### src/include/mpu_macros.svh
// Matrix unit size macros
`ifndef MPU_MACROS_SVH
`define MPU_MACROS_SVH

// Side of every square matrix
`define MPU_DIM 3

// Matrices held in the register file
`define MPU_NUM_MATS 4

// Bits per element
`define MPU_ELEM_W 32

`endif

### src/mpu_data_pkg.sv
// Matrix data types
`include "mpu_macros.svh"

package mpu_data_pkg;

    // Signed element with wraparound arithmetic
    typedef logic signed [`MPU_ELEM_W-1:0] mpu_elem_t;

    typedef logic [$clog2(`MPU_DIM)-1:0] mpu_pos_t;           // Row or column
    typedef logic [$clog2(`MPU_NUM_MATS)-1:0] mpu_mat_idx_t;  // Register file slot

    // Indexed as [row][col]
    typedef mpu_elem_t [`MPU_DIM-1:0][`MPU_DIM-1:0] mpu_matrix_t;

    // Cluster output, ready bit per element at row*DIM+col
    typedef struct packed {
        mpu_matrix_t                      data;
        logic [`MPU_DIM*`MPU_DIM-1:0]     ready;
    } mpu_result_t;

    // One element written back into the destination
    typedef struct packed {
        logic      we;
        mpu_pos_t  row;
        mpu_pos_t  col;
        mpu_elem_t data;
    } mpu_wb_t;

endpackage

### src/mpu_ctrl_pkg.sv
// Matrix unit control types
package mpu_ctrl_pkg;

    import mpu_data_pkg::*;

    typedef enum logic [1:0] {
        MPU_MUL = 2'd0,  // Matrix product
        MPU_ADD = 2'd1,
        MPU_SUB = 2'd2
    } mpu_opcode_e;

    typedef struct packed {
        mpu_opcode_e  opcode;
        mpu_mat_idx_t src_a;
        mpu_mat_idx_t src_b;
        mpu_mat_idx_t dst;
    } mpu_cmd_t;

    typedef enum logic {
        SEQ_IDLE,
        SEQ_RUN        // Command in flight until write-back ends
    } seq_state_e;

    typedef enum logic {
        COLLECTOR_IDLE,
        COLLECTOR_WRITE
    } collector_state_e;

endpackage

### src/mpu_sequencer.sv
// Command sequencer
`timescale 1ns/1ns

module mpu_sequencer
    import mpu_data_pkg::*;
    import mpu_ctrl_pkg::*;
(
    input  logic         clk,
    input  logic         rst,
    input  logic         cmd_valid_i,
    input  mpu_cmd_t     cmd_i,
    input  logic         finished_i,   // Last element written back
    output logic         mac_start_o,
    output logic         add_start_o,
    output logic         sub_o,
    output mpu_mat_idx_t src_a_o,
    output mpu_mat_idx_t src_b_o,
    output mpu_mat_idx_t dst_o,
    output logic         busy_o
);

    seq_state_e state;
    mpu_cmd_t   cmd_q;
    logic       accept;

    // Strobes during a run are dropped
    assign accept = cmd_valid_i && (state == SEQ_IDLE);

    always_ff @(posedge clk) begin
        if (rst) begin
            state       <= SEQ_IDLE;
            cmd_q       <= '0;
            mac_start_o <= 1'b0;
            add_start_o <= 1'b0;
        end
        else begin
            // One start pulse the cycle after acceptance
            mac_start_o <= accept && (cmd_i.opcode == MPU_MUL);
            add_start_o <= accept && (cmd_i.opcode inside {MPU_ADD, MPU_SUB});

            unique case (state)
                SEQ_IDLE: begin
                    if (accept) begin
                        cmd_q <= cmd_i;
                        state <= SEQ_RUN;
                    end
                end
                SEQ_RUN: begin
                    if (finished_i) state <= SEQ_IDLE;
                end
                default: state <= SEQ_IDLE;
            endcase
        end
    end

    assign sub_o   = (cmd_q.opcode == MPU_SUB);  // Held for the whole run
    assign src_a_o = cmd_q.src_a;
    assign src_b_o = cmd_q.src_b;
    assign dst_o   = cmd_q.dst;
    assign busy_o  = (state == SEQ_RUN);

    // Collector only finishes write-backs this block started
    a_finish_in_run: assert property (@(posedge clk) disable iff (rst)
        finished_i |-> state == SEQ_RUN);

endmodule

### config.mk
export PLATFORM = sky130hd
export DESIGN_NAME = mpu_sequencer
export DESIGN_NICKNAME = d
export VERILOG_FILES = /design/src/mpu_data_pkg.sv /design/src/mpu_ctrl_pkg.sv /design/src/mpu_sequencer.sv
export VERILOG_INCLUDE_DIRS = /design/src /design/src/include
export SDC_FILE = /design/constraint.sdc
export NUM_CORES = 1
export LEC_CHECK = 0
export ABC_AREA = 1
export BUFFER_PORTS_ARGS = -buffer_cell sky130_fd_sc_hd__buf_2
export CAP_MARGIN = 20
export CORE_MARGIN = 3
export CORE_UTILIZATION = 35
export DETAILED_ROUTE_END_ITERATION = 16
export GPL_TIMING_DRIVEN = 1
export PLACE_DENSITY = 0.6
export SLEW_MARGIN = 10
export SYNTH_ARGS = -nofsm -noshare
export SYNTH_HDL_FRONTEND = slang
export SYNTH_SLANG_ARGS = --single-unit
### constraint.sdc
create_clock -name clk -period 1.7 [get_ports clk]
set_input_delay 0.085 -clock clk [delete_from_list [all_inputs] [get_ports clk]]
set_output_delay 0.085 -clock clk [all_outputs]
set_load 0.05 [all_outputs]
==> flow_summary.yaml <==
synthesis:
  synth.most_common_cell: "nor2_1"
  synthTopCellsByArea: "dfxtp_1 (41%), nor2_1 (9.0%), nand3_1 (8.4%)"
  synth_warnings: 0
  yosysTopAreaCell: "dfxtp_1"
  synth_nets: 87
  synth_edf_count: 0
  ys_ff_latch: 11
  ys_types: 12
  synth_common_cells: "nor2_1 (13), nand2_1 (12), dfxtp_1 (11), inv_1 (11), nand3_1 (9)"
  synthesis.area_um2: 539
  synth_async_sr_flop_share: 0
  ys_seq_area_frac: 0.408
  synth_top_area_share: 0.408
  syn_inst: 74
  synthFlopType: "dfxtp_1"
  avgSynthCellArea_um2: 7.29
drt:
  wirelength_um: 944
  vias: 457
  remaining_drc_errors: 0
  firstDrtPassIters: 2
  drtIter0Drc: 4
  vias_per_cell: 4.31
  wl_per_cell_um: 8.91
  ant_nets: 0
grt:
  grt_pass1_wl_um: 1470
  grt_max_degree: 12
  antenna_found_initial: 0
  grt_remaining_overflow: 0
  first_global_vias: 358
  grt_usage: 0.104
final_layout:
  area_growth_pct: 15.3
  layout.nets: 105
  antennaDiodeCount: 0
  drive_above_1_share: 0.352
  fin_cells: 106
clock_network:
  cts_made_buffers: 3
  cts_tree: "yes"
  cts-hold-fix-buffers: 0
  cts_resized: 0
  path_clk_slew_ns: 0.07
  cts_max_path_buffers: 2
  cts_setup_buffers: 0
  clk_latency_ns: 0.27
  cts_max_level: 1
  cts_sinks: 11
  cts-root-buf: "clkbuf_4"
timing:
  slew_headroom: 0.780
  fin_worst_skew_ns: 0.00339
  tightest_slew_ns: 0.329
  finalMaxSlewViolations: 0
  fin_setup_tns_ns: 0
  setup_violations: 0
  timing.fmax_mhz: 947
  post-route-min-period_ns: 1.06
  worst_slack_ns: 0.644
  rsz0062_at_grt: "no"
  post-route-period-util: 0.621
  finalHoldViolCount: 0
pwr:
  p_sw_w: 0.000211
  swShare: 0.338
  pwr-share-seq: 0.465
  intPower_w: 0.000413
  powerDensity_nw_per_um2: 1000
  peakVddDrop_v: 0.000433
  clock_power_share: 0.284
  leakagePower_nw: 0.360
  combPwrFrac: 0.251
setup_path:
  crit_arrival_ns: 0.97
  max_stage_delay_ns: 0.41
  path_max_fanout: 4
  critPathSlowestCell: "dfxtp_1"
  crit_buf_inv: 1
  worst_setup_path_end_kind: "output port"
  crit_family: "flip-flops"
  crit_path_cell_trace: "buf_2"
  worst_setup_path_start_kind: "register"
  crit_type: "register to output port"
  crit_required_ns: 1.62
placement:
  dp.cells: 102
  dp_slack_ns: 0.797
  place_hpwl_um: 730
  gp_congestion: 0.675
  portBuffers: 21
floorplan:
  core-area_um2: 1370
  io_pins: 22
  die_y_um: 45.3
  die_w_um: 45.3
  die_area_um2: 2050
  initial_core_util: 0.395
  fp-row-count: 13
hold_path:
  hold_path_class: "input port to register"
run_status:
  status: "finished, final reports clean"
run:
  max-cap-violations: 0
[through the flow]
stage	utilization	hold WS, ns	cell area, um^2	total power (W)
after global routing	0.455	0.00440	622	0.000659
after CTS	0.455	0.00467	622	0.000638
after floorplan	-	0.157	539	0.000438
final	0.455	0.0155	622	0.000625
after global placement	0.436	0.282	596	0.000453
after detailed placement	0.436	0.286	596	0.000455
[routing by layer]
metal / global-route usage / routed length, um
met1: 0.120 / 419
met2: 0.150 / 416
met3: 0.0637 / 93
met4: 0.0526 / 14
met5: 0 / 0
[cell type report]
cell class                      instances  area [um^2]
Clock buffer                            4         26.3
Fill cell                             154          744
Multi-Input combinational cell         42          200
Inverter                               13         51.3
Sequential cell                        11          220
Timing Repair Buffer                   21          105
Tap cell                               15         18.8
[cells by family after synthesis]
| group | count (synthesis) | synth area share |
|---|---|---|
| buf+inv | 21 | 0.220 |
| flops | 11 | 0.408 |
| simple gates | 41 | 0.348 |
| fa+ha+maj | 1 | 0.0232 |
[sequential cells by signal, summed over array words and instances (netlist names)]
| register | flops |
|---|---|
| cmd_q | 2 |
| dst_o | 2 |
| src_b_o | 2 |
| src_a_o | 2 |
| busy_o | 1 |
| add_start_o | 1 |
| mac_start_o | 1 |
[placed cells by master (no fill, tap or decap)]
master    count
clkbuf_4      3
nor2_4        1
buf_2        21
nand2_1      12
nor2_2        6
ha_1          1
clkbuf_1      1
nand3_1       9
nor2_1       13
clkinv_1      1
dfxtp_1      11
inv_1        11
inv_4         1
[final timing paths]
path | cells after the start | to | start | slack [ns]
setup / recovery | 1 | busy_o | busy_o$_SDFF_PP0_ | 0.64
hold / removal | 2 | mac_start_o$_SDFF_PP0_ | rst | 0.02
setup reg to reg | 3 | add_start_o$_SDFF_PP0_ | busy_o$_SDFF_PP0_ | 0.79
hold reg to reg | 2 | cmd_q[7]$_SDFFE_PP0P_ | cmd_q[7]$_SDFFE_PP0P_ | 0.49
[power groups by stage]
stage / registers (W) / logic, W / clock network (W)
6_report: 0.000290 / 0.000157 / 0.000177
5_1_grt: 0.000292 / 0.000172 / 0.000195
4_1_cts: 0.000290 / 0.000159 / 0.000188
3_5_place_dp: 0.000296 / 0.000159 / 0
3_3_place_gp: 0.000295 / 0.000158 / 0
2_1_floorplan: 0.000308 / 0.000129 / 0
No activity file was read; power rests on OpenSTA's default activity.
