<file path="config.mk">
export PLATFORM = sky130hd
export DESIGN_NAME = mpu_regfile
export DESIGN_NICKNAME = d
export VERILOG_FILES = /design/src/mpu_data_pkg.sv /design/src/mpu_regfile.sv
export VERILOG_INCLUDE_DIRS = /design/src /design/src/include
export SDC_FILE = /design/constraint.sdc
export NUM_CORES = 2
export LEC_CHECK = 0
export BUFFER_PORTS_ARGS = -buffer_cell sky130_fd_sc_hd__buf_2
export CAP_MARGIN = 20
export CORE_MARGIN = 3
export CORE_UTILIZATION = 25
export CTS_BUF_LIST = sky130_fd_sc_hd__clkbuf_2 sky130_fd_sc_hd__clkbuf_4 sky130_fd_sc_hd__clkbuf_8
export CTS_CLUSTER_SIZE = 12
export DETAILED_ROUTE_END_ITERATION = 8
export PLACE_DENSITY = 0.45
export SYNTH_ARGS = -nofsm -noshare
export SYNTH_HDL_FRONTEND = slang
export SYNTH_SLANG_ARGS = --single-unit
</file>
<file path="constraint.sdc">
create_clock -name clk -period 13.2 [get_ports clk]
set_clock_uncertainty 0.15 [all_clocks]
set_input_delay 1.32 -clock clk [delete_from_list [all_inputs] [get_ports clk]]
set_output_delay 1.32 -clock clk [all_outputs]
set_load 0.02 [all_outputs]
</file>
<file path="src/include/mpu_macros.svh">
// Matrix unit size macros
`ifndef MPU_MACROS_SVH
`define MPU_MACROS_SVH

// Side of every square matrix
`define MPU_DIM 3

// Matrices held in the register file
`define MPU_NUM_MATS 4

// Bits per element
`define MPU_ELEM_W 32

`endif

</file>
<file path="src/mpu_data_pkg.sv">
// Matrix data types
`include "mpu_macros.svh"

package mpu_data_pkg;

    // Signed element with wraparound arithmetic
    typedef logic signed [`MPU_ELEM_W-1:0] mpu_elem_t;

    typedef logic [$clog2(`MPU_DIM)-1:0] mpu_pos_t;           // Row or column
    typedef logic [$clog2(`MPU_NUM_MATS)-1:0] mpu_mat_idx_t;  // Register file slot

    // Indexed as [row][col]
    typedef mpu_elem_t [`MPU_DIM-1:0][`MPU_DIM-1:0] mpu_matrix_t;

    // Cluster output, ready bit per element at row*DIM+col
    typedef struct packed {
        mpu_matrix_t                      data;
        logic [`MPU_DIM*`MPU_DIM-1:0]     ready;
    } mpu_result_t;

    // One element written back into the destination
    typedef struct packed {
        logic      we;
        mpu_pos_t  row;
        mpu_pos_t  col;
        mpu_elem_t data;
    } mpu_wb_t;

endpackage

</file>
<file path="src/mpu_regfile.sv">
// Matrix register file
`timescale 1ns/1ns
`include "mpu_macros.svh"

module mpu_regfile
    import mpu_data_pkg::*;
(
    input  logic         clk,
    input  logic         rst,

    // Operand and destination slots from the sequencer
    input  mpu_mat_idx_t src_a_i,
    input  mpu_mat_idx_t src_b_i,
    input  mpu_mat_idx_t dst_i,

    input  mpu_wb_t      wb_i,          // From collector

    // Host access
    input  logic         host_we_i,
    input  mpu_mat_idx_t host_mat_i,
    input  mpu_pos_t     host_row_i,
    input  mpu_pos_t     host_col_i,
    input  mpu_elem_t    host_wdata_i,
    output mpu_elem_t    host_rdata_o,

    output mpu_matrix_t  mat_a_o,
    output mpu_matrix_t  mat_b_o
);

    mpu_matrix_t mats [`MPU_NUM_MATS];

    // Write port shared by collector and host
    always_ff @(posedge clk) begin
        if (rst) begin
            for (int m = 0; m < `MPU_NUM_MATS; m++) begin
                mats[m] <= '0;
            end
        end
        else if (wb_i.we) begin
            mats[dst_i][wb_i.row][wb_i.col] <= wb_i.data;
        end
        else if (host_we_i) begin
            mats[host_mat_i][host_row_i][host_col_i] <= host_wdata_i;
        end
    end

    // Host read, one cycle latency
    always_ff @(posedge clk) begin
        host_rdata_o <= mats[host_mat_i][host_row_i][host_col_i];
    end

    assign mat_a_o = mats[src_a_i];  // Whole operands, no latency
    assign mat_b_o = mats[src_b_i];

    // Host must stay off the port while a command writes back
    a_single_writer: assert property (@(posedge clk) disable iff (rst)
        !(wb_i.we && host_we_i));

endmodule

</file>
==> results.md <==
Power and ir drop:
- The power density of the placed cells is ~140 nW/um^2.
- VDD sags by at most approximately 0.086 mV.
- The leakage power is approximately 0.027 uW.

Critical path:
- The worst stage delay on the critical path is between 800 and 900 ps.
- The critical path endpoint category is a primary output.
- The worst setup path is launched from an input port.
- Traced cell by cell, the critical path runs through buf_8 > buf_4 > buf_4 > mux4_2 > buf_2.
- The highest-delay cell along the critical path is sky130_fd_sc_hd__buf_4.
- The kind of critical path is input port to primary output.
- The cell class contributing the biggest share of worst-path delay is buffers and inverters.
- Data on the critical path is required at its endpoint by 11,730 ps.
- Of all nets on the critical path, the largest fanout is 60.
- The buffering stage count on the worst path with inverters included is 4.
- Among the stages of the critical path, the cell type that occurs most often is sky130_fd_sc_hd__buf_4.
- At the worst endpoint, the arrival time is ~4700 ps.

Route:
- The remaining design rule violation count is 0.
- The count of nets left with antenna violations after detail routing is 0.
- After detailed routing, the wire length on met1 is ~140,000 um.
- The total number of vias is 48,700.
- The total iterations of the first detailed-routing run is 6.
- The overall routed net length is approximately 370,000 um.
- The detailed router finished its first iteration with between 7,000 and 8,000 violations.
- Dividing the detail-routed via count by the number of cells gives 5.973.
- The routed wire length per instance is around 45 um.
- Summed over all nets, wire length on met3 after detailed routing comes to 37,270 um.
- The highest signal layer in the routed design is met5.
- The routed design uses roughly 160,000 um of met2 wire.

Min path:
- The type of the worst min-delay path is flop to flop.

Synth:
- The mapped cell area is between 60,000 and 70,000 sq um.
- In the synthesized netlist the async set-or-reset flop fraction comes to 0.
- For this run, the number of Yosys warnings is 0.
- Yosys instantiated no cell more often than sky130_fd_sc_hd__edfxtp_1.
- The largest area contributor in the netlist is sky130_fd_sc_hd__edfxtp_1.
- The sequential-to-total area share from yosys stat is 0.5448.
- The number of nets produced by synthesis is 4,037.
- In this run, synthesis produced a sequential element count of between 1,000 and 1,500.
- The proportion of netlist area held by the largest area contributor is 0.5349.
- Counting flops with a built-in enable in the synthesized netlist gives between 1,000 and 1,500.
- After technology mapping, the gate count stands at slightly below 4,000.
- The synthesized area divided by synthesized cell count is 16.36 sq um.
- The most used flip-flop cell after synthesis is sky130_fd_sc_hd__edfxtp_1.
- The number of distinct library cells after synthesis is 54.
- By count the netlist is led by sky130_fd_sc_hd__edfxtp_1, sky130_fd_sc_hd__mux4_2, sky130_fd_sc_hd__nor3_1.
- Sorting the synthesized cells by area gives the leading types as sky130_fd_sc_hd__edfxtp_1, sky130_fd_sc_hd__mux4_2, sky130_fd_sc_hd__and3_1.

Clocking:
- The tree is rooted in a sky130_fd_sc_hd__clkbuf_8.
- The later pin in the worst-skew pair is clocked with a latency of approximately 1100 ps.
- In this run, CTS created clock tree buffers numbering 220.
- The post-CTS repair timing setup buffer count is 0.
- The number of H-tree levels is 4.
- Post-CTS repair changed the size of 0 cells.
- In this run, post-CTS hold repair placed 0 buffers.
- The clock passes through at most 3 buffers.
- After clock tree synthesis, the clock-pin slew on the worst setup and hold paths is around 60 ps.
- The clock tree from TritonCTS is yes.
- Clock tree synthesis found a total of approximately 1,200 sinks.

STA:
- The slew of the pin with the lowest slew margin is about 1500 ps.
- The hold violation total from the final report is 0.
- Setup violations remaining at the end of the flow were counted as 0.
- Setup repair after global routing left no endpoint under its margin.
- The post-route setup TNS is 0 ps.
- In the finished design, the share of the clock period the worst path needs comes to 0.4637.
- The fmax is 163.4 MHz.
- The worst pin sits at a relative slew slack of -0.01323.
- The number of slew-limit violations in the final report is 1.
- Counting I/O delays and the setup requirement, the final critical path takes just over 6000 ps.

Global routing:
- The first-pass GRT wire length is around 480,000 um.
- The remaining global-route overflow is 0.
- The initial antenna violation count was 73.
- Entering global routing, the biggest net connects 140 pins.
- In the global route stage, overall resource usage came out at 0.2713.
- The via count of the first global-routing pass is 47,390.

Placement:
- The number of placed instances, taps included, is around 7,700.
- Routability-driven placement finished with a final weighted congestion of roughly 0.89.
- In this run the tool buffered the top-level ports with roughly 690 buffer cells.
- The HPWL after detailed placement is 242,200 um.

Layout:
- The post-synthesis to final-layout area growth is 19.90%.
- The fraction of final layout cells with drive strength greater than 1 is 0.4653.
- The area taken by multi-input logic gates is between 20,000 and 30,000 sq um.
- The footprint of the flip-flops and latches is around 35,000 sq um.
- The filler cells instantiated in the layout total between 20,000 and 30,000.
- Leaving out filler cells and counting taps, the final layout contains 8,153.
- The number of nets in the final layout is 4,640.

Floorplan:
- The floorplan step set the die width to 514.6 um.
- The floorplan has roughly 190 rows.
- roughly 700 I/O pins were placed.
- The die covers about 260,000 sq um.
- The core region is approximately 260,000 sq um.
- The starting density of the core is 0.2515.
- The overall die height is approximately 510 um.

Outcome:
- The run finished, with violations left.
- The final reports fail on max-slew violations.

Run:
- The tool flagged a number of max-cap violations equal to 0.
[per-stage QoR]
step | setup WS, ps | total power (uW) | utilization | cell area, sq um | hold WS, ps
floorplan | 7471 | 5879 | - | 64670 | 533.1
global placement | 6629 | 7083 | 0.2829 | 72760 | 678.5
detailed placement | 6998 | 7099 | 0.2836 | 72930 | 678.4
CTS | 6993 | 10890 | 0.3012 | 77450 | 695.9
global route | 6773 | 11130 | 0.3013 | 77490 | 751.1
finish | 7080 | 10850 | 0.3015 | 77540 | 691.6
[sequential cells by signal, summed over array words and instances (netlist names)]
signal / count
mats: 1152
host_rdata_o: 32
[logic make-up after synthesis]
logic type	after synthesis	share of synthesized area
compound gates	349	0.03976
buf+inv	558	0.03419
flops	1184	0.5448
mux	929	0.2984
simple gates	933	0.08288
[metal layers]
layer  vias up  global-route usage
met5         -                   0
met4        20              0.1596
met3       664             0.07091
met2      3513              0.4061
met1     26310              0.3534
li1      18190                   -
[where the power goes]
group / switching (uW) / total (uW) / internal (uW) / leakage [uW]
Sequential: 282 / 4730 / 4440 / 0.0112
Combinational: 1550 / 2310 / 756 / 0.0132
Clock: 1770 / 3810 / 2040 / 0.00240
Total: 3610 / 10900 / 7250 / 0.0269
[area by class of cell]
cell class,instances,share of cell area
timing repair buffer,902,0.06793
clock buffer,308,0.04805
sequential,1184,0.4544
tap,3384,0.05460
multi-input combinational,2211,0.3618
inverter,37,0.001791
antenna,37,0.001194
clock inverter,90,0.01021
[worst paths after layout]
path	start	to	slack (ps)	cells after the start
setup / recovery	src_a_i[0]	mat_a_o[183]	7080	5
hold / removal	mats[2][126]	host_rdata_o[30]	690	4
setup reg to reg	mats[0][169]	host_rdata_o[9]	10230	3
hold reg to reg	mats[2][126]	host_rdata_o[30]	690	4
[worst register-to-register path, stage by stage (launching register included)]
cell and delay (ps):
sky130_fd_sc_hd__edfxtp_1 470, sky130_fd_sc_hd__mux4_2 560, sky130_fd_sc_hd__a221oi_1 1240, sky130_fd_sc_hd__o221ai_1 270
[placed cells by master, fill, tap and decap left out, types with 32 or more instances in the layout]
cell | Yosys | final
sky130_fd_sc_hd__and3_1 | 372 | 372
sky130_fd_sc_hd__clkbuf_8 | 0 | 226
sky130_fd_sc_hd__a21oi_1 | 34 | 34
sky130_fd_sc_hd__mux4_2 | 799 | 799
sky130_fd_sc_hd__buf_4 | 1 | 195
sky130_fd_sc_hd__a22oi_1 | 73 | 36
sky130_fd_sc_hd__dfxtp_1 | 32 | 32
sky130_fd_sc_hd__buf_2 | 84 | 685
sky130_fd_sc_hd__clkinv_1 | 0 | 41
sky130_fd_sc_hd__a22oi_2 | 0 | 37
sky130_fd_sc_hd__nor4_1 | 72 | 71
sky130_fd_sc_hd__clkbuf_4 | 0 | 82
sky130_fd_sc_hd__nor3_1 | 415 | 413
sky130_fd_sc_hd__o22ai_1 | 64 | 64
sky130_fd_sc_hd__edfxtp_1 | 1152 | 1152
sky130_fd_sc_hd__mux2i_1 | 130 | 130
sky130_fd_sc_hd__diode_2 | 0 | 37
(Power assumes the default switching activity.)
