`src/include/mpu_macros.svh`:
```
// Matrix unit size macros
`ifndef MPU_MACROS_SVH
`define MPU_MACROS_SVH

// Side of every square matrix
`define MPU_DIM 3

// Matrices held in the register file
`define MPU_NUM_MATS 4

// Bits per element
`define MPU_ELEM_W 32

`endif

```
`src/mpu_data_pkg.sv`:
```
// Matrix data types
`include "mpu_macros.svh"

package mpu_data_pkg;

    // Signed element with wraparound arithmetic
    typedef logic signed [`MPU_ELEM_W-1:0] mpu_elem_t;

    typedef logic [$clog2(`MPU_DIM)-1:0] mpu_pos_t;           // Row or column
    typedef logic [$clog2(`MPU_NUM_MATS)-1:0] mpu_mat_idx_t;  // Register file slot

    // Indexed as [row][col]
    typedef mpu_elem_t [`MPU_DIM-1:0][`MPU_DIM-1:0] mpu_matrix_t;

    // Cluster output, ready bit per element at row*DIM+col
    typedef struct packed {
        mpu_matrix_t                      data;
        logic [`MPU_DIM*`MPU_DIM-1:0]     ready;
    } mpu_result_t;

    // One element written back into the destination
    typedef struct packed {
        logic      we;
        mpu_pos_t  row;
        mpu_pos_t  col;
        mpu_elem_t data;
    } mpu_wb_t;

endpackage

```
`src/mpu_ctrl_pkg.sv`:
```
// Matrix unit control types
package mpu_ctrl_pkg;

    import mpu_data_pkg::*;

    typedef enum logic [1:0] {
        MPU_MUL = 2'd0,  // Matrix product
        MPU_ADD = 2'd1,
        MPU_SUB = 2'd2
    } mpu_opcode_e;

    typedef struct packed {
        mpu_opcode_e  opcode;
        mpu_mat_idx_t src_a;
        mpu_mat_idx_t src_b;
        mpu_mat_idx_t dst;
    } mpu_cmd_t;

    typedef enum logic {
        SEQ_IDLE,
        SEQ_RUN        // Command in flight until write-back ends
    } seq_state_e;

    typedef enum logic {
        COLLECTOR_IDLE,
        COLLECTOR_WRITE
    } collector_state_e;

endpackage

```
`src/mpu_collector.sv`:
```
// Result collector and write-back
`timescale 1ns/1ns
`include "mpu_macros.svh"

module mpu_collector
    import mpu_data_pkg::*;
    import mpu_ctrl_pkg::*;
(
    input  logic        clk,
    input  logic        rst,
    input  mpu_result_t mac_result_i,
    input  mpu_result_t add_result_i,
    output mpu_wb_t     wb_o,
    output logic        finished_o    // One cycle after the last write
);

    localparam int N_ELEM = `MPU_DIM * `MPU_DIM;

    collector_state_e  state, next_state;
    logic [N_ELEM-1:0] ready;
    logic [N_ELEM-1:0] mask;      // Elements captured so far
    logic              mask_full;
    logic              last;
    mpu_pos_t          row, col;
    mpu_matrix_t       buffer;

    assign ready     = mac_result_i.ready | add_result_i.ready;
    assign mask_full = &(mask | ready);
    assign last      = (row == mpu_pos_t'(`MPU_DIM - 1)) &&
                       (col == mpu_pos_t'(`MPU_DIM - 1));

    // Capture whichever cluster flags each element
    always_ff @(posedge clk) begin
        for (int i = 0; i < `MPU_DIM; i++) begin
            for (int j = 0; j < `MPU_DIM; j++) begin
                if (mac_result_i.ready[i*`MPU_DIM + j]) begin
                    buffer[i][j] <= mac_result_i.data[i][j];
                end
                else if (add_result_i.ready[i*`MPU_DIM + j]) begin
                    buffer[i][j] <= add_result_i.data[i][j];
                end
            end
        end
    end

    always_comb begin
        next_state = state;
        unique case (state)
            COLLECTOR_IDLE: begin
                if (mask_full) next_state = COLLECTOR_WRITE;
            end
            COLLECTOR_WRITE: begin
                if (last) next_state = COLLECTOR_IDLE;
            end
            default: next_state = COLLECTOR_IDLE;
        endcase
    end

    always_ff @(posedge clk) begin
        if (rst) begin
            state      <= COLLECTOR_IDLE;
            mask       <= '0;
            row        <= '0;
            col        <= '0;
            finished_o <= 1'b0;
        end
        else begin
            state      <= next_state;
            finished_o <= (state == COLLECTOR_WRITE) && last;

            if (state == COLLECTOR_IDLE) begin
                mask <= mask_full ? '0 : (mask | ready);  // Cleared on entry to write
            end

            // Row-major walk
            if (state == COLLECTOR_WRITE) begin
                if (col == mpu_pos_t'(`MPU_DIM - 1)) begin
                    col <= '0;
                    row <= last ? '0 : row + 1'b1;
                end
                else begin
                    col <= col + 1'b1;
                end
            end
        end
    end

    always_comb begin
        wb_o.we   = (state == COLLECTOR_WRITE);
        wb_o.row  = row;
        wb_o.col  = col;
        wb_o.data = buffer[row][col];
    end

    // Sequencer starts exactly one cluster per command
    a_one_cluster: assert property (@(posedge clk) disable iff (rst)
        !((|mac_result_i.ready) && (|add_result_i.ready)));

    // Next results may only land once write-back has drained
    a_no_ready_in_write: assert property (@(posedge clk) disable iff (rst)
        state == COLLECTOR_WRITE |-> ready == '0);

endmodule

```
`config.mk`:
```
export PLATFORM = sky130hd
export DESIGN_NAME = mpu_collector
export DESIGN_NICKNAME = d
export VERILOG_FILES = /design/src/mpu_data_pkg.sv /design/src/mpu_ctrl_pkg.sv /design/src/mpu_collector.sv
export VERILOG_INCLUDE_DIRS = /design/src /design/src/include
export SDC_FILE = /design/constraint.sdc
export NUM_CORES = 1
export LEC_CHECK = 0
export BUFFER_PORTS_ARGS = -buffer_cell sky130_fd_sc_hd__buf_4
export CAP_MARGIN = 25
export CELL_PAD_IN_SITES_DETAIL_PLACEMENT = 0
export CELL_PAD_IN_SITES_GLOBAL_PLACEMENT = 2
export CORE_AREA = 2 2 247 249
export DETAILED_ROUTE_END_ITERATION = 16
export DIE_AREA = 0 0 249 251
export PLACE_DENSITY_LB_ADDON = 0.1
export SLEW_MARGIN = 40
export SYNTH_ARGS = -nofsm -noshare
export SYNTH_HDL_FRONTEND = slang
export SYNTH_SLANG_ARGS = --single-unit
```
`constraint.sdc`:
```
create_clock -name clk -period 2.3 [get_ports clk]
set_input_delay 0.345 -clock clk [delete_from_list [all_inputs] [get_ports clk]]
set_output_delay 0.345 -clock clk [all_outputs]
set_load 0.05 [all_outputs]
```
==> results of run 1 <==
sequential cells by signal, summed over array words and instances, names as in the netlist:
register and count:
buffer 288, mask 9, col 2, row 2, finished_o 1, state 1
logic make-up after synthesis:
group                  after synthesis  synth area share (%)
muxes                              384                 27.42
AOI/OAI and AO/OA                  145                 7.133
buffers and inverters               90                 2.865
DFF                                303                 58.37
and+or+nand+nor                    141                 4.211
final cells by class:
type,instances,area share [%]
antenna,2,0.02069
clock buffer,48,4.173
clock inverter,16,0.6206
inverter,1,0.01551
multi-input combinational,670,28.92
sequential,303,37.05
tap,782,4.044
timing repair buffer,723,25.16
per-layer routing:
| metal | track usage (%) | part of all wire [%] | wire (um) |
|---|---|---|---|
| met5 | 0 | 0.058 | 42 |
| met2 | 39.71 | 51 | 37220 |
| met3 | 5.394 | 6.0 | 4336 |
| met1 | 27.68 | 41 | 29800 |
| met4 | 4.450 | 1.4 | 1010 |
worst reg2reg max path, delay by kind of cell, from the launching register on:
family,cells,cell delay (ns)
AOI/OAI and AO/OA,1,0.12
buffers and inverters,1,0.44
and+or+nand+nor,3,0.67
DFF,1,0.58
through the flow:
| step | utilization [%] | setup TNS [ns] | area [um^2] | hold WS, ns |
|---|---|---|---|---|
| after floorplan | - | -0.1347 | 15930 | 0.4147 |
| after global placement | 36.35 | -0.04418 | 21740 | 0.4806 |
| after detailed placement | 36.36 | -0.06045 | 21740 | 0.4924 |
| after CTS | 40.02 | -9.637 | 23930 | 0.06903 |
| after global routing | 40.46 | -11.72 | 24190 | 0.08521 |
| final | 40.46 | -9.140 | 24190 | 0.09618 |
power groups by stage:
stage          sequential (mW)  combinational [mW]  clock, mW
3_5_place_dp              7.16                3.55          0
5_1_grt                   7.12                4.00       6.04
3_3_place_gp              7.20                3.53          0
4_1_cts                   7.07                3.82       5.86
6_report                  7.07                3.78       5.74
2_1_floorplan             6.98                1.85          0
cell usage in the layout, fill, tap and decap left out, types with 2 or more instances in the layout:
master     synthesis  routed
bufinv_16          0       3
a211oi_1          32       9
nor2_2             0       2
dfxtp_4            0       4
or2_2              7       5
nor4_1             2       2
o211a_4            0      15
mux2i_1           96      86
edfxtp_1         288     288
o32ai_4            0      31
mux2i_2            0       9
nor2_1            67      65
a211oi_4           0       6
buf_6              7      39
or2_4              1       4
buf_16             0      13
nand2_4            0       3
o211a_1           32      17
nor3_2             8       8
a211oi_2           0      17
buf_12             0      12
mux2_2           288     288
a21oi_2            0      15
nand2_2            0      11
nor3_1            10      10
nand2_1           36      22
clkbuf_1          45       9
a21oi_1           45      29
clkbuf_16          0      44
clkinv_2           0       5
buf_4              5     652
buf_8              0       2
dfxtp_1           15      11
diode_2            0       2
clkinv_1           0       7
timing repair:
action | CTS | global route
pin swaps | 29 | 10
endpoints found under the setup margin | 32 | 32
gates cloned | 11 | 5
setup buffers | 18 | 6
resized for setup | 119 | 27
path summary, 6_finish.rpt:
kind                     startpoint          end  depth (start not counted)
setup reg to reg             col[1]       row[0]                          5
hold / removal    add_result_i[117]  buffer[108]                          2
setup / recovery             row[0]     wb_o[12]                          8
hold reg to reg             mask[6]      mask[6]                          2
==> results.json, run 1 <==
{
  "grtUsageTotal_pct": 22.39,
  "start_kind": "register",
  "synthTopCellsByArea": "edfxtp_1 56%, mux2_2 21%, mux2i_1 6.3%",
  "crit_buf_inv": 4,
  "start_util_pct": 25.64,
  "ys_async_sr_fraction_pct": 0,
  "critPathMostFrequentCell": "buf_6",
  "rsz0062_at_grt": "true",
  "path_delay_family": "buffers and inverters",
  "endpoint_kind": "output port",
  "pwr-share-seq_pct": 42.6,
  "hold_viol_final": 0,
  "rows": 90,
  "grt_pass1_wl_mm": 98.00,
  "syn_avg_cell_area_um2": 14.42,
  "syn-num-nets": 1659,
  "clockBufferDepth": 3,
  "synthCells": 1063,
  "clk_transition_reported_paths_ns": 0.06,
  "arrival_ns": 2.28,
  "avgRoutedWirePerCell_um": 28.45,
  "vias": 11910,
  "cts_max_level": 2,
  "clkPwrFrac_pct": 34.6,
  "portBuffers": 633,
  "die_x_um": 249,
  "synth_area_um2": 15330,
  "p_leak_nw": 9.550,
  "synth.largest_area_cell": "edfxtp_1",
  "finalSetupViolCount": 32,
  "p_switching_mw": 4.531,
  "clock.fmax_mhz": 380.7,
  "ant_nets": 0,
  "ys.flop_type": "edfxtp_1",
  "instances_no_fill": 2545,
  "clockRootBuffer": "clkbuf_16",
  "multi_input_area_um2": 6997,
  "pwr-share-comb_pct": 22.8,
  "cts_tree": "done",
  "syn_to_final_growth_pct": 57.81,
  "cp.required_ns": 1.96,
  "dr.pass1.iters": 5,
  "nNetsFinal": 2332,
  "tightest_slew_ns": 0.6131,
  "finalMaxSlewViolations": 0,
  "relSlewSlack_pct": 59.13,
  "synth_commonest_cells": "288 x edfxtp_1, 288 x mux2_2, 96 x mux2i_1, 67 x nor2_1",
  "drt_wl_total_mm": 72.41,
  "fin_crit_sh_pct": 114.2,
  "die_h_um": 251,
  "clkSinkCount": 303,
  "nFillCells": 5750,
  "pin_count": 634,
  "coreArea_um2": 59790,
  "gp_congestion": 0.8667,
  "antenna_found_initial": 6,
  "synth_edf_count": 288,
  "fin_crit_ns": 2.627,
  "dpl.hpwl_mm": 53.41,
  "violations": "negative setup slack",
  "grt_pass1_vias": 12900,
  "skew_ns": 0.008453,
  "seqCellArea_um2": 8964,
  "initialDrtViolationCount": 732,
  "status": "finished, violations left",
  "intPower_mw": 12.06,
  "cts_buffers": 37,
  "remaining_drc_errors": 0,
  "worst_slack_ns": -0.3270,
  "grt_overflow_total": 0,
  "synth-seq-area-share_pct": 58.37,
  "crit_type": "reg2out",
  "rrSetupSlack_ns": 0.42,
  "synth-seq-cells": 303,
  "drive_above_1_share_pct": 67.80,
  "power_density_nw_per_um2": 685.9,
  "place_ws_ns": -0.06045,
  "via_per_inst": 4.679,
  "peakVddDrop_mv": 0.4343,
  "path_cells": "buf_12, nor2b_4, buf_6, buf_16, nand2_2, o211a_1, o32ai_4, buf_6",
  "path_max_fanout": 6,
  "switching_share_pct": 27.30,
  "die_area_um2": 62500,
  "total_power_mw": 16.60,
  "slowest_delay_ns": 0.36,
  "placedCellCount": 2441,
  "synth.distinct_cells": 33,
  "min_path_type": "in2reg",
  "synth_top_area_share_pct": 56.41,
  "yosys_warnings": 0,
  "clkLatencyLatePin_ns": 0.55,
  "grt_max_degree": 71,
  "slowest_stage": "dfxtp_4",
  "maxCapViolations": 0,
  "holdBufCountCts": 0
}
No activity file was read; power rests on OpenSTA's default activity.
==> inputs of run 2 (changes only) <==
- PLACE_DENSITY: unset -> 0.8
- PLACE_DENSITY_LB_ADDON: 0.1 -> unset
==> run 2 against run 1 <==
Effect of this change:
- the run still ends with negative setup slack left
- cell area increased by 0.55%
- count of clock-buffer cells in the layout decreased by 9
- clock skew increased by 0.0076 ns
- non-clock buffer count increased by 8
- clock power rose by 1%
- first-iteration DRC count is 24% lower
- global-route usage shrank 2.3 points
- utilization up 0.22 points
- combinational power decreased by 1%
- sequential cell count did not move
- critical path type unchanged
- critical endpoint is now wb_o[11]
==> results.json, run 2 (synthesis results as in run 1) <==
{
  "status": "finished, violations left",
  "violations": "negative setup slack",
  "rrSetupSlack_ns": 0.61,
  "die_h_um": 251,
  "portBuffers": 633,
  "slowest_stage": "dfxtp_4",
  "arrival_ns": 2.33,
  "clk_transition_reported_paths_ns": 0.06,
  "ant_nets": 0,
  "remaining_drc_errors": 0,
  "initialDrtViolationCount": 557,
  "r2r_start": "col[1]",
  "reg_top3": "buffer x288, mask x9",
  "maxCapViolations": 0,
  "antenna_found_initial": 4,
  "rsz0062_at_grt": "true",
  "power_density_nw_per_um2": 680.8,
  "syn_to_final_growth_pct": 58.68,
  "finalMaxSlewViolations": 0,
  "total_power_mw": 16.56,
  "grt_overflow_total": 0,
  "vias": 11710,
  "cts_tree": "done",
  "peakVddDrop_mv": 0.3945,
  "start_util_pct": 25.64,
  "rows": 90,
  "drive_above_1_share_pct": 68.31,
  "cts_buffers": 36,
  "layout_common_cells": "658 x buf_4, 288 x mux2_2, 288 x edfxtp_1, 85 x mux2i_1, 63 x nor2_1",
  "grt_max_degree": 42,
  "tightest_slew_ns": 0.6086,
  "p_leak_nw": 9.600,
  "crit_path_end": "wb_o[11]",
  "cp-startpoint": "row[0]",
  "clockRootBuffer": "clkbuf_16",
  "hold_viol_final": 0,
  "nNetsFinal": 2339,
  "skew_ns": 0.01602,
  "clock.fmax_mhz": 373.3,
  "die_x_um": 249,
  "grt_pass1_vias": 12930,
  "dpl.hpwl_mm": 48.83,
  "path_cells": "buf_4, nor2b_4, buf_12, buf_12, buf_12, nand2_2, o211a_4, o32ai_4, buf_6",
  "path_max_fanout": 5,
  "fin_crit_ns": 2.679,
  "grtUsageTotal_pct": 20.07,
  "ff2ff_path_depth": 5,
  "drt_wl_total_mm": 64.37,
  "via_per_inst": 4.582,
  "avgRoutedWirePerCell_um": 25.19,
  "worst_slack_ns": -0.3787,
  "clockBufferDepth": 3,
  "clkLatencyLatePin_ns": 0.54,
  "clkSinkCount": 303,
  "grt_pass1_wl_mm": 89.80,
  "cts_max_level": 2,
  "fin_crit_sh_pct": 116.5,
  "start_kind": "register",
  "crit_type": "reg2out",
  "critPathMostFrequentCell": "buf_12",
  "relSlewSlack_pct": 59.43,
  "slowest_delay_ns": 0.37,
  "cp.required_ns": 1.96,
  "pin_count": 634,
  "endpoint_kind": "output port",
  "regMostFlops": "buffer",
  "gp_congestion": 0.8180,
  "coreArea_um2": 59790,
  "finalSetupViolCount": 32,
  "r2r-end": "row[0]",
  "hold_slack_ns": 0.1022,
  "die_area_um2": 62500,
  "largest_reg_flops": 288,
  "min_path_type": "in2reg",
  "dr.pass1.iters": 5,
  "holdBufCountCts": 0,
  "final_common_cell": "buf_4"
}
## run 2: worst max-delay path: cells and delay by family (launching register included)
kind | cells | cell delay (ns)
AND/OR/NAND/NOR | 2 | 0.18
AO/OA/AOI/OAI | 2 | 0.48
buffers and inverters | 5 | 0.75
flip-flops | 1 | 0.37
## run 2: how the worst min path moves through the flow
stage               depth (start not counted)  slack, ns     endpoint               from
floorplan                                   1       0.41      mask[0]                rst
global placement                            2       0.48      mask[4]            mask[4]
detailed placement                          2       0.48      mask[1]            mask[1]
CTS                                         2       0.06  buffer[273]  mac_result_i[282]
global route                                2       0.08  buffer[136]  add_result_i[145]
finish                                      2       0.10  buffer[273]  mac_result_i[282]
## run 2: per-stage QoR
step                      instance area [um^2]  setup TNS, ns  cells  util [%]  setup WS [ns]
final                                    24330         -9.824   2555     40.68        -0.3787
after global routing                     24320         -12.50   2553     40.68        -0.4400
after CTS                                24100         -11.75   2545     40.31        -0.4007
after detailed placement                 21890              0   2453     36.61       0.007707
after global placement                   21880       -0.03847   2453     36.59       -0.03847
after floorplan                          15930        -0.1347   1063         -        -0.1347
## run 2: what timing repair did
item	in CTS	in global routing
buffers inserted	19	6
hold endpoints to repair	0	0
resized for setup	138	34
setup endpoints to repair	32	32
gates cloned	10	2
pin swaps	23	10
## run 2: power breakdown
part	internal (mW)	leakage [nW]	switching, mW
Combinational	1.90	5.96	1.84
Clock	3.42	0.574	2.41
Sequential	6.74	3.06	0.248
Total	12.1	9.60	4.50
## run 2: area by class of cell
| cell class | instances | area (um^2) |
|---|---|---|
| tap | 782 | 978.4 |
| antenna | 3 | 7.507 |
| clock inverter | 26 | 260.3 |
| multi-input combinational | 670 | 6985 |
| fill | 5608 | 35470 |
| inverter | 1 | 3.754 |
| timing repair buffer | 731 | 6195 |
| sequential | 303 | 8964 |
| clock buffer | 39 | 933.4 |
## run 2: metal layers
layer | vias to the layer above | routed length (um) | part of all wire (%) | track usage, %
li1 | 5509 | - | - | -
met1 | 5684 | 26150 | 41 | 24.35
met4 | 2 | 1258 | 2.0 | 4.970
met2 | 441 | 33220 | 52 | 36.13
met5 | - | 13 | 0.020 | 0
met3 | 70 | 3723 | 5.8 | 4.297
