### src/include/mpu_macros.svh
// Matrix unit size macros
`ifndef MPU_MACROS_SVH
`define MPU_MACROS_SVH

// Side of every square matrix
`define MPU_DIM 3

// Matrices held in the register file
`define MPU_NUM_MATS 4

// Bits per element
`define MPU_ELEM_W 32

`endif

### src/mpu_data_pkg.sv
// Matrix data types
`include "mpu_macros.svh"

package mpu_data_pkg;

    // Signed element with wraparound arithmetic
    typedef logic signed [`MPU_ELEM_W-1:0] mpu_elem_t;

    typedef logic [$clog2(`MPU_DIM)-1:0] mpu_pos_t;           // Row or column
    typedef logic [$clog2(`MPU_NUM_MATS)-1:0] mpu_mat_idx_t;  // Register file slot

    // Indexed as [row][col]
    typedef mpu_elem_t [`MPU_DIM-1:0][`MPU_DIM-1:0] mpu_matrix_t;

    // Cluster output, ready bit per element at row*DIM+col
    typedef struct packed {
        mpu_matrix_t                      data;
        logic [`MPU_DIM*`MPU_DIM-1:0]     ready;
    } mpu_result_t;

    // One element written back into the destination
    typedef struct packed {
        logic      we;
        mpu_pos_t  row;
        mpu_pos_t  col;
        mpu_elem_t data;
    } mpu_wb_t;

endpackage

### src/mpu_add_cluster.sv
// Element-wise add and subtract cluster
`timescale 1ns/1ns
`include "mpu_macros.svh"

module mpu_add_cluster
    import mpu_data_pkg::*;
(
    input  logic        clk,
    input  logic        rst,
    input  logic        start_i,
    input  logic        sub_i,     // Subtract B from A
    input  mpu_matrix_t mat_a_i,
    input  mpu_matrix_t mat_b_i,
    output mpu_result_t result_o
);

    mpu_matrix_t sum_q;
    logic [`MPU_DIM*`MPU_DIM-1:0] ready;

    // All nine cells in one cycle
    always_ff @(posedge clk) begin
        if (start_i) begin
            for (int i = 0; i < `MPU_DIM; i++) begin
                for (int j = 0; j < `MPU_DIM; j++) begin
                    sum_q[i][j] <= sub_i ? mat_a_i[i][j] - mat_b_i[i][j]
                                         : mat_a_i[i][j] + mat_b_i[i][j];
                end
            end
        end
    end

    always_ff @(posedge clk) begin
        if (rst) ready <= '0;
        else     ready <= start_i ? '1 : '0;  // Single-cycle pulse
    end

    assign result_o.data  = sum_q;
    assign result_o.ready = ready;

endmodule

### config.mk
export PLATFORM = sky130hd
export DESIGN_NAME = mpu_add_cluster
export DESIGN_NICKNAME = d
export VERILOG_FILES = /design/src/mpu_data_pkg.sv /design/src/mpu_add_cluster.sv
export VERILOG_INCLUDE_DIRS = /design/src /design/src/include
export SDC_FILE = /design/constraint.sdc
export NUM_CORES = 1
export LEC_CHECK = 0
export ABC_AREA = 0
export ABC_CLOCK_PERIOD_IN_PS = 5200
export BUFFER_PORTS_ARGS = -buffer_cell sky130_fd_sc_hd__buf_2
export CORE_AREA = 2 2 341 343
export CTS_CLUSTER_DIAMETER = 40
export CTS_CLUSTER_SIZE = 20
export DETAILED_ROUTE_END_ITERATION = 8
export DIE_AREA = 0 0 343 345
export PLACE_DENSITY = 0.48
export SYNTH_ARGS = -nofsm -noshare
export SYNTH_HDL_FRONTEND = slang
export SYNTH_SLANG_ARGS = --single-unit
### constraint.sdc
create_clock -name clk -period 5.2 [get_ports clk]
set_clock_uncertainty 0.2 [all_clocks]
set_input_delay 0.52 -clock clk [delete_from_list [all_inputs] [get_ports clk]]
set_output_delay 0.52 -clock clk [all_outputs]
set_load 0.02 [all_outputs]
==> key figures, run 1 <==
Clock network
  • Post-CTS Resized: 0
  • # clock sinks: 289
  • Clock root buffer: clkbuf_16
  • CTS buffer count: 79
  • CTS Buffer Depth: 3
  • Setup bufs post-CTS: 0
  • Cts hold-fix bufs: 7
  • CTS tree: yes
  • H-tree Lvls: 3
  • Clk slew on worst S/H paths: 0.05 ns

Routing
  • 1st-iter DRT viols: 1433
  • Pre-antenna DRT Iters: 5
  • Vias/cell: 4.84
  • Post-route ant nets: 0
  • DR WL/cell: 20.7 µm
  • Total Wirelength: 120000 µm
  • Drt drc: 0
  • Via count: 28029

Finish
  • Final core occ: 0.332
  • Share of cells above drive strength 1: 0.268
  • Most common cell after layout, fill and taps aside: buf_2
  • Synth-to-Final Area Change: 34.0%
  • Nets: 5049
  • Most frequent cells in the layout: buf_2, xnor2_1, a21oi_1, nor2_1
  • Fillers: 12162

Place
  • Final HPWL DP: 102000 µm
  • I/O Buffers: 876
  • Placer Congestion: 0.936

Logic synthesis
  • Ys async rst share: 0
  • Area of the mapped netlist: 28500 µm²
  • Yosys warning count: 0
  • Top FF cell, synth: edfxtp_1
  • Largest family of logic cells by synthesized area: compound AO/OA/AOI/OAI gates
  • Post-synthesis compound-gate area fraction: 0.204
  • Sequential share of the synthesized area: 0.304
  • Netlist cell types: 81
  • Post-Synth XOR/XNOR Area: 0.161
  • Multiplexer share of the synthesized area: 0.00386
  • Cells after Synth: 3195
  • Post-synth EDFFs: 288
  • Post-synthesis simple-gate area fraction: 0.164
  • Post-Synth Adder-Cell Area: 0.133
  • Synthesized area per cell: 8.92 µm²
  • Synth Net Count: 4072
  • Flops & latches, synth: 289

Die
  • Boundary pin count: 877
  • Num rows: 125
  • Core Box Area: 115000 µm²
  • Chip height: 345 µm
  • Starting density of the core: 0.248
  • Total Die Area: 118000 µm²
  • Die W: 343 µm

Run
  • Max Cap Viol: 0

Min path
  • Worst Hold Endpoint: result_o[138]
  • HP Class: input port to register
  • Hold Crit Depth: 2
  • HP Start: mat_a_i[129]

Worst setup path
  • Critical Path AT: 4.74 ns
  • Crit-path cells: buf_2, or4_4, or4b_4, nor4_1, nor2_1, xnor2_1, ha_1, a211o_1, a2111oi_0, buf_4, nor3_1, a21oi_1, a21oi_1, a31oi_1, o21ai_0, xor2_1
  • CP max FO: 5
  • WS Path Type: input port to register
  • Worst EP required: 5.40 ns
  • Most frequent CP cell: a21oi_1
  • Delay-heaviest family, CP: compound AO/OA/AOI/OAI gates
  • Crit start category: input port
  • Crit end category: register
  • Slowest stage cell, crit path: or4b_4
  • Buf/Inv on CP: 2
  • Worst stage delay on the critical path: 0.55 ns

Global route
  • Total grt overflow: 0
  • GR Util All Layers: 0.195
  • Largest net degree at the start of global routing: 96
  • Number of global-route vias before repair: 27712
  • First-pass GRT wire length: 174000 µm
  • Antenna violations before repair: 73

Timing
  • Min Tclk post-route: 4.54 ns
  • RSZ-0062 raised after global routing: no
  • Fin. max-slew vios: 0
  • Highest clock rate: 220 MHz
  • Hold Fails Final Rpt: 0
  • Max_slew headroom: 0.415
  • Fin crit share: 0.873
  • TNS Setup: 0 ns
  • Worst-Margin Slew: 0.878 ns
  • Setup-failing EPs final: 0

Status
  • Status: finished clean

Power and ir drop
  • Leak: 16.7 nW
  • PD cells: 363 nW/µm²
  • Worst VDD drop: 0.247 mV
layout make-up:
type                       count  area, µm²  share of cell area
antenna                       24       60.1             0.00157
sequential                   289       8670               0.227
clock buffer                  84       2020              0.0528
tap                         1524       1910              0.0500
inverter                     154        578              0.0151
clock inverter                64        850              0.0223
timing repair buffer         965       5130               0.134
multi-input combinational   2683      19000               0.497
cells in the mapped netlist (16+ instances only):
master / instances / area (µm²)
ha_1: 288 / 3600
o21ai_0: 127 / 636
and3_1: 34 / 213
and2_1: 29 / 181
a21o_1: 129 / 968
o21bai_1: 38 / 285
xnor2_1: 430 / 3770
or3_1: 20 / 125
a211oi_1: 18 / 135
nand2b_1: 49 / 307
o211ai_1: 16 / 120
a31oi_1: 53 / 332
nor2_1: 345 / 1290
xor2_1: 87 / 762
nand2_1: 119 / 447
a21oi_1: 369 / 1850
clkbuf_1: 54 / 203
nand3_1: 39 / 195
or4_1: 16 / 120
nand4_1: 30 / 188
nor2b_1: 32 / 200
nor3_1: 120 / 601
nor4_1: 36 / 225
edfxtp_1: 288 / 8650
inv_1: 154 / 578
o21a_1: 52 / 390
worst max-delay path by stage:
stage | slack [ns] | startpoint | endpoint | depth (start not counted)
after floorplan | 0.30 | sub_i | result_o[227] | 15
after global placement | 0.01 | mat_b_i[69] | result_o[104] | 20
after detailed placement | -0.005 | mat_b_i[202] | result_o[232] | 16
after CTS | 0.73 | mat_b_i[202] | result_o[232] | 16
after global routing | 0.23 | mat_b_i[202] | result_o[232] | 16
final | 0.66 | mat_b_i[165] | result_o[199] | 16
per-stage QoR:
step	hold WS (ns)	instance area (µm²)	power [mW]	worst slack [ns]	cells
after floorplan	0.392	28500	6.70	0.302	3195
after global placement	0.480	35200	8.59	0.0148	5608
after detailed placement	0.481	35200	8.58	-0.00524	5608
after CTS	0.00331	38100	14.0	0.730	5763
after global routing	0.0458	38100	14.6	0.230	5774
final	0.0675	38200	13.9	0.661	5787
where the power goes:
group	switching, mW	total (mW)	internal, mW
logic	3.09	5.06	1.97
registers	0.162	3.45	3.29
clock network	1.68	5.34	3.66
total	4.93	13.9	8.92
sequential cells by signal, indices dropped and copies added, names as in the netlist:
name / count
result_o: 288
ready: 1
per-layer routing:
layer  vias up  track usage  share of wire
met4        74       0.0576          0.025
met2       864        0.348           0.50
li1      13783            -              -
met1     13063        0.221           0.39
met5         -            0         0.0037
met3       245       0.0582          0.078
kinds of logic after synthesis:
| group | count (synthesis) |
|---|---|
| compound gates | 924 |
| xor+xnor | 520 |
| fa+ha+maj | 297 |
| buf+inv | 223 |
| flops | 289 |
| mux | 11 |
| simple gates | 931 |
Note: power is estimated with default switching activity, not from simulation.
==> run 2, diff against run 1 <==
ABC_CLOCK_PERIOD_IN_PS = 5410   (was 5200)
CAP_MARGIN = 20   (was not set)
CORE_AREA = 2 2 339 341   (was 2 2 341 343)
DIE_AREA = 0 0 341 343   (was 0 0 343 345)
PLACE_DENSITY = 0.47   (was 0.48)
clock period = 5.41 ns   (was 5.2 ns; I/O delays follow)
==> key figures, run 2 (same netlist as run 1, synthesis figures left out) <==
Place
  • Final HPWL DP: 103000 µm (+1.2%)
  • Placer Congestion: 0.940 (+0.49%)
  • DP Worst Slack: 0.0391 ns (+0.0444 ns)
  • # placed instances: 5569 (-0.70%)
  • Post-Place Cell Area: 35000 µm² (-0.58%)
  • I/O Buffers: 876 (unchanged)

Global route
  • Largest net degree at the start of global routing: 94 (-2.1%)
  • Number of global-route vias before repair: 27602 (-0.40%)
  • GR Util All Layers: 0.198 (+0.00362)
  • Total grt overflow: 0 (unchanged)
  • Antenna violations before repair: 79 (+8.2%)
  • First-pass GRT wire length: 174000 µm (+0.10%)

Die
  • Boundary pin count: 877 (unchanged)
  • Core Box Area: 113000 µm² (-1.5%)
  • Starting density of the core: 0.251 (+0.00370)
  • Chip height: 343 µm (-0.58%)
  • Die W: 341 µm (-0.58%)
  • Num rows: 124 (-0.80%)
  • Total Die Area: 117000 µm² (-1.2%)

Finish
  • Non-filler cells, final: 5758 (-0.50%)
  • Nets: 5021 (-0.55%)
  • Final instance area: 38000 µm² (-0.47%)
  • Flip-flop count of the largest register after layout: 288 (unchanged)
  • Most frequent cells in the layout: buf_2, xnor2_1, a21oi_1, nor2_1
  • Synth-to-Final Area Change: 33.3%
  • Share of cells above drive strength 1: 0.264 (-0.00375)
  • Most common cell after layout, fill and taps aside: buf_2

Worst setup path
  • Origin of the worst setup path: mat_b_i[67]
  • Crit-path cells: buf_2, or4_4, or4_4, nor2_1, nand3b_1, nor4_2, nor2_1, xnor2_1, ha_1, nand2_1, o211ai_1, a21boi_0, a2111oi_0, o41ai_1, o211ai_1, a31o_2, a21oi_1, xnor2_1
  • Worst setup endpoint: result_o[104]
  • Crit end category: register
  • CP max FO: 5 (unchanged)
  • WP depth: 18 (+2)
  • Buf/Inv on CP: 1 (-1)
  • Crit start category: input port
  • Slowest stage cell, crit path: a2111oi_0
  • Critical Path AT: 4.97 ns (+0.23 ns)
  • Worst EP required: 5.61 ns (+0.21 ns)
  • Delay-heaviest family, CP: compound AO/OA/AOI/OAI gates
  • Worst stage delay on the critical path: 0.70 ns (+0.15 ns)
  • WS Path Type: input port to register

Timing
  • Worst-Margin Slew: 0.863 ns (-0.0154 ns)
  • Hold Fails Final Rpt: 0 (unchanged)
  • TNS Setup: 0 ns (unchanged)
  • Fin. max-slew vios: 0 (unchanged)
  • Max_slew headroom: 0.410 (-0.00463)
  • Min Tclk post-route: 4.78 ns
  • Hold WS: 0.0787 ns (+0.0111 ns)
  • Fin worst setup slack: 0.634 ns (-0.0272 ns)
  • Highest clock rate: 209 MHz
  • Fin crit share: 0.883
  • RSZ-0062 raised after global routing: no
  • Setup-failing EPs final: 0 (unchanged)

Routing
  • Via count: 27728 (-1.1%)
  • Vias/cell: 4.82 (-0.58%)
  • Drt drc: 0 (unchanged)
  • Pre-antenna DRT Iters: 7 (+2)
  • 1st-iter DRT viols: 1498 (+4.5%)
  • DR WL/cell: 21.0 µm (+1.6%)
  • Total Wirelength: 121000 µm (+1.1%)
  • Post-route ant nets: 0 (unchanged)

Clock network
  • H-tree Lvls: 3 (unchanged)
  • Clk slew on worst S/H paths: 0.04 ns (about the same)
  • CTS Buffer Depth: 3 (unchanged)
  • CTS buffer count: 81 (+2.5%)
  • Setup bufs post-CTS: 0 (unchanged)
  • Clock root buffer: clkbuf_16
  • # clock sinks: 289 (unchanged)
  • Post-CTS Resized: 0 (unchanged)
  • CTS tree: yes

Power and ir drop
  • Clk pwr share: 0.384 (about the same)
  • Switching Share: 0.362 (+0.00576)
  • Switching power: 4.79 mW (-2.9%)
  • Worst VDD drop: 0.229 mV (-7.3%)
  • Leak: 16.6 nW (-0.94%)
  • Internal cell power: 8.44 mW (-5.3%)
  • Flop pwr share: 0.251 (+0.002)
  • Comb pwr share: 0.366 (about the same)
  • PD cells: 348 nW/µm² (-4.0%)

Status
  • Status: finished clean

Min path
  • HP Class: input port to register

Run
  • Max Cap Viol: 0 (unchanged)
==> run 2: cell types whose count changed in the layout (fill, tap and decap cells not counted), sizes merged <==
cell         before  now
buf             958  931
diode            24   34
clkinvlp          6   13
clkbuf           84   89
inv             163  158
bufinv           17   13
dlygate4sd3       7    4
==> run 2: stage by stage <==
step / power (mW) / util
after detailed placement: 8.22 / 0.308
after global routing: 14.0 / 0.335
after CTS: 13.4 / 0.334
after floorplan: 6.44 / -
after global placement: 8.22 / 0.308
final: 13.2 / 0.335
==> run 2: worst min path at each step <==
stage | start | endpoint | slack (ns) | cells past startpoint
after floorplan | rst | ready[7] | 0.41 | 1
after detailed placement | rst | ready[7] | 0.50 | 2
after global placement | rst | ready[7] | 0.50 | 2
after CTS | mat_a_i[257] | result_o[266] | 0.003 | 2
final | mat_a_i[257] | result_o[266] | 0.08 | 2
after global routing | mat_a_i[225] | result_o[234] | 0.05 | 2
==> run 2: layout make-up <==
cell class                      instances  area (µm²)
Fill cell                           12094       75400
Multi-Input combinational cell       2683       19000
Sequential cell                       289        8670
Timing Repair Buffer                  935        4910
Clock buffer                           89        2080
Tap cell                             1512        1890
Clock inverter                         62         821
Inverter                              154         578
Antenna cell                           34        85.1
==> run 2: per-layer routing <==
metal	vias to the layer above	GRT usage	wire length (µm)
li1	13739	-	-
met1	12920	0.219	47100
met2	798	0.358	61100
met3	205	0.0637	9270
met4	66	0.0635	3010
met5	-	0	437
==> run 2: repair_timing <==
| action | 4_1_cts | 5_1_grt |
|---|---|---|
| hold buffers | 4 | 0 |
| endpoints found under the hold margin | 4 | 0 |
| endpoints found under the setup margin | 0 | 0 |
==> run 2: power by group through the flow <==
stage | Sequential, mW | Clock [mW] | Combinational, mW
2_1_floorplan | 3.96 | 0 | 2.48
3_3_place_gp | 3.36 | 0 | 4.87
3_5_place_dp | 3.36 | 0 | 4.86
4_1_cts | 3.33 | 5.22 | 4.88
5_1_grt | 3.36 | 5.32 | 5.28
6_report | 3.32 | 5.08 | 4.84
==> run 3, diff against run 2 <==
CELL_PAD_IN_SITES_DETAIL_PLACEMENT = 2   (was not set)
CELL_PAD_IN_SITES_GLOBAL_PLACEMENT = 2   (was not set)
CORE_AREA = 2 2 344 346   (was 2 2 339 341)
DIE_AREA = 0 0 346 348   (was 0 0 341 343)
PLACE_DENSITY = 0.69   (was 0.47)
==> key figures, run 3 (same netlist as run 1, synthesis figures left out) <==
Power and ir drop
  • PD cells: 359 nW/µm² (+2.9%)
  • Switching power: 5.06 mW (+5.8%)
  • Switching Share: 0.368 (+0.00603)
  • Internal cell power: 8.70 mW (+3.0%)
  • Flop pwr share: 0.242 (-0.009)
  • Worst VDD drop: 0.247 mV (+7.8%)
  • Clk pwr share: 0.393 (+0.009)
  • Comb pwr share: 0.365 (about the same)
  • Leak: 16.8 nW (+1.3%)

Clock network
  • Post-CTS Resized: 0 (unchanged)
  • H-tree Lvls: 3 (unchanged)
  • CTS buffer count: 90 (+11%)
  • Clock root buffer: clkbuf_16
  • CTS Buffer Depth: 3 (unchanged)
  • Clk slew on worst S/H paths: 0.05 ns (about the same)
  • CTS tree: yes
  • Setup bufs post-CTS: 0 (unchanged)
  • Cts hold-fix bufs: 4 (unchanged)
  • # clock sinks: 289 (unchanged)

Global route
  • First-pass GRT wire length: 201000 µm (+15%)
  • Number of global-route vias before repair: 31452 (+14%)
  • Largest net degree at the start of global routing: 94 (unchanged)
  • GR Util All Layers: 0.218 (+0.0200)
  • Total grt overflow: 0 (unchanged)
  • Antenna violations before repair: 81 (+2.5%)

Min path
  • Worst Hold Endpoint: result_o[234]
  • HP Start: mat_a_i[225]
  • HP Class: input port to register
  • Hold Crit Depth: 2 (unchanged)

Die
  • Total Die Area: 120000 µm² (+2.9%)
  • Core Box Area: 117000 µm² (+3.1%)
  • Starting density of the core: 0.244 (-0.00765)
  • Boundary pin count: 877 (unchanged)
  • Die W: 346 µm (+1.5%)
  • Num rows: 126 (+1.6%)
  • Chip height: 348 µm (+1.5%)

Place
  • I/O Buffers: 876 (unchanged)
  • Post-Place Cell Area: 35200 µm² (+0.65%)
  • Final HPWL DP: 114000 µm (+11%)
  • Placer Congestion: 0.871 (-7.3%)

Timing
  • Min Tclk post-route: 4.63 ns (-0.151 ns)
  • Fin. max-slew vios: 0 (unchanged)
  • Highest clock rate: 216 MHz (+3.3%)
  • Setup-failing EPs final: 0 (unchanged)
  • Fin crit share: 0.855 (-0.0278)
  • RSZ-0062 raised after global routing: no
  • Max_slew headroom: 0.409 (-0.00151)
  • Worst-Margin Slew: 0.865 ns (+0.00221 ns)
  • Hold Fails Final Rpt: 0 (unchanged)
  • TNS Setup: 0 ns (unchanged)

Finish
  • Share of cells above drive strength 1: 0.268 (+0.00468)
  • Final core occ: 0.328 (-0.00676)
  • Synth-to-Final Area Change: 34.7%
  • Area of the multi-input gates: 19000 µm² (unchanged)
  • Nets: 5053 (+0.64%)
  • Most common cell after layout, fill and taps aside: buf_2
  • Most frequent cells in the layout: buf_2, xnor2_1, a21oi_1, nor2_1
  • Fillers: 13443 (+11%)
  • Final instance area: 38400 µm² (+1.1%)
  • Flip-flop count of the largest register after layout: 288 (unchanged)
  • Register area: 8670 µm² (unchanged)

Status
  • Status: finished clean

Worst setup path
  • Delay-heaviest family, CP: simple AND/OR/NAND/NOR gates
  • Crit end category: register
  • Critical Path AT: 4.83 ns (-0.14 ns)
  • WS Path Type: input port to register
  • Origin of the worst setup path: mat_b_i[67]
  • Worst EP required: 5.62 ns (about the same)
  • Crit-path cells: buf_2, or4_4, or4_4, nor2_1, nand3b_1, nor4_2, buf_4, a21oi_1, xnor2_1, ha_1, and3_1, o211ai_1, a211o_1, a21oi_1, o21ai_0, buf_4, o211a_1, o21bai_1, a221oi_1, xnor2_1
  • Worst stage delay on the critical path: 0.56 ns (-0.14 ns)
  • Crit start category: input port
  • CP max FO: 5 (unchanged)
  • Buf/Inv on CP: 3 (+2)
  • Slowest stage cell, crit path: or4_4

Routing
  • DR WL/cell: 23.3 µm (+11%)
  • Drt drc: 0 (unchanged)
  • Pre-antenna DRT Iters: 5 (-2)
  • Via count: 29181 (+5.2%)
  • Total Wirelength: 136000 µm (+12%)
  • Post-route ant nets: 0 (unchanged)
  • Vias/cell: 5.02 (+4.2%)
  • 1st-iter DRT viols: 1102 (-26%)

Run
  • Max Cap Viol: 0 (unchanged)
## run 3: power groups by stage
| stage | Clock, mW | Sequential, mW | Combinational [mW] |
|---|---|---|---|
| floorplan | 0 | 3.96 | 2.48 |
| global placement | 0 | 3.36 | 4.95 |
| detailed placement | 0 | 3.37 | 5.04 |
| CTS | 5.53 | 3.34 | 5.09 |
| global route | 5.63 | 3.37 | 5.48 |
| finish | 5.40 | 3.33 | 5.03 |
## run 3: cell type report
class / count / share of cell area
Timing Repair Buffer: 958 / 0.133
Clock inverter: 69 / 0.0205
Sequential cell: 289 / 0.226
Antenna cell: 28 / 0.00182
Multi-Input combinational cell: 2683 / 0.494
Tap cell: 1536 / 0.0501
Inverter: 154 / 0.0151
Clock buffer: 101 / 0.0600
## run 3: worst max path at each step
stage                     depth (start not counted)       endpoint
after floorplan                                  15  result_o[227]
after global placement                           20  result_o[104]
after detailed placement                         20  result_o[104]
after CTS                                        20  result_o[104]
after global routing                             20  result_o[104]
final                                            20  result_o[103]
## run 3: stage by stage
step	setup WS [ns]	hold WS, ns	power, mW	cells
after floorplan	0.491	0.413	6.44	3195
after global placement	0.147	0.498	8.31	5616
after detailed placement	0.0830	0.501	8.41	5616
after CTS	0.774	0.00357	14.0	5790
after global routing	0.439	0.0505	14.5	5807
final	0.784	0.0613	13.8	5818
## run 3: layer usage
| layer | GRT usage | routed length, µm | vias to the layer above |
|---|---|---|---|
| li1 | - | - | 13775 |
| met1 | 0.234 | 52200 | 14287 |
| met2 | 0.405 | 70000 | 767 |
| met3 | 0.0664 | 9020 | 270 |
| met4 | 0.0719 | 3960 | 82 |
| met5 | 0 | 527 | - |
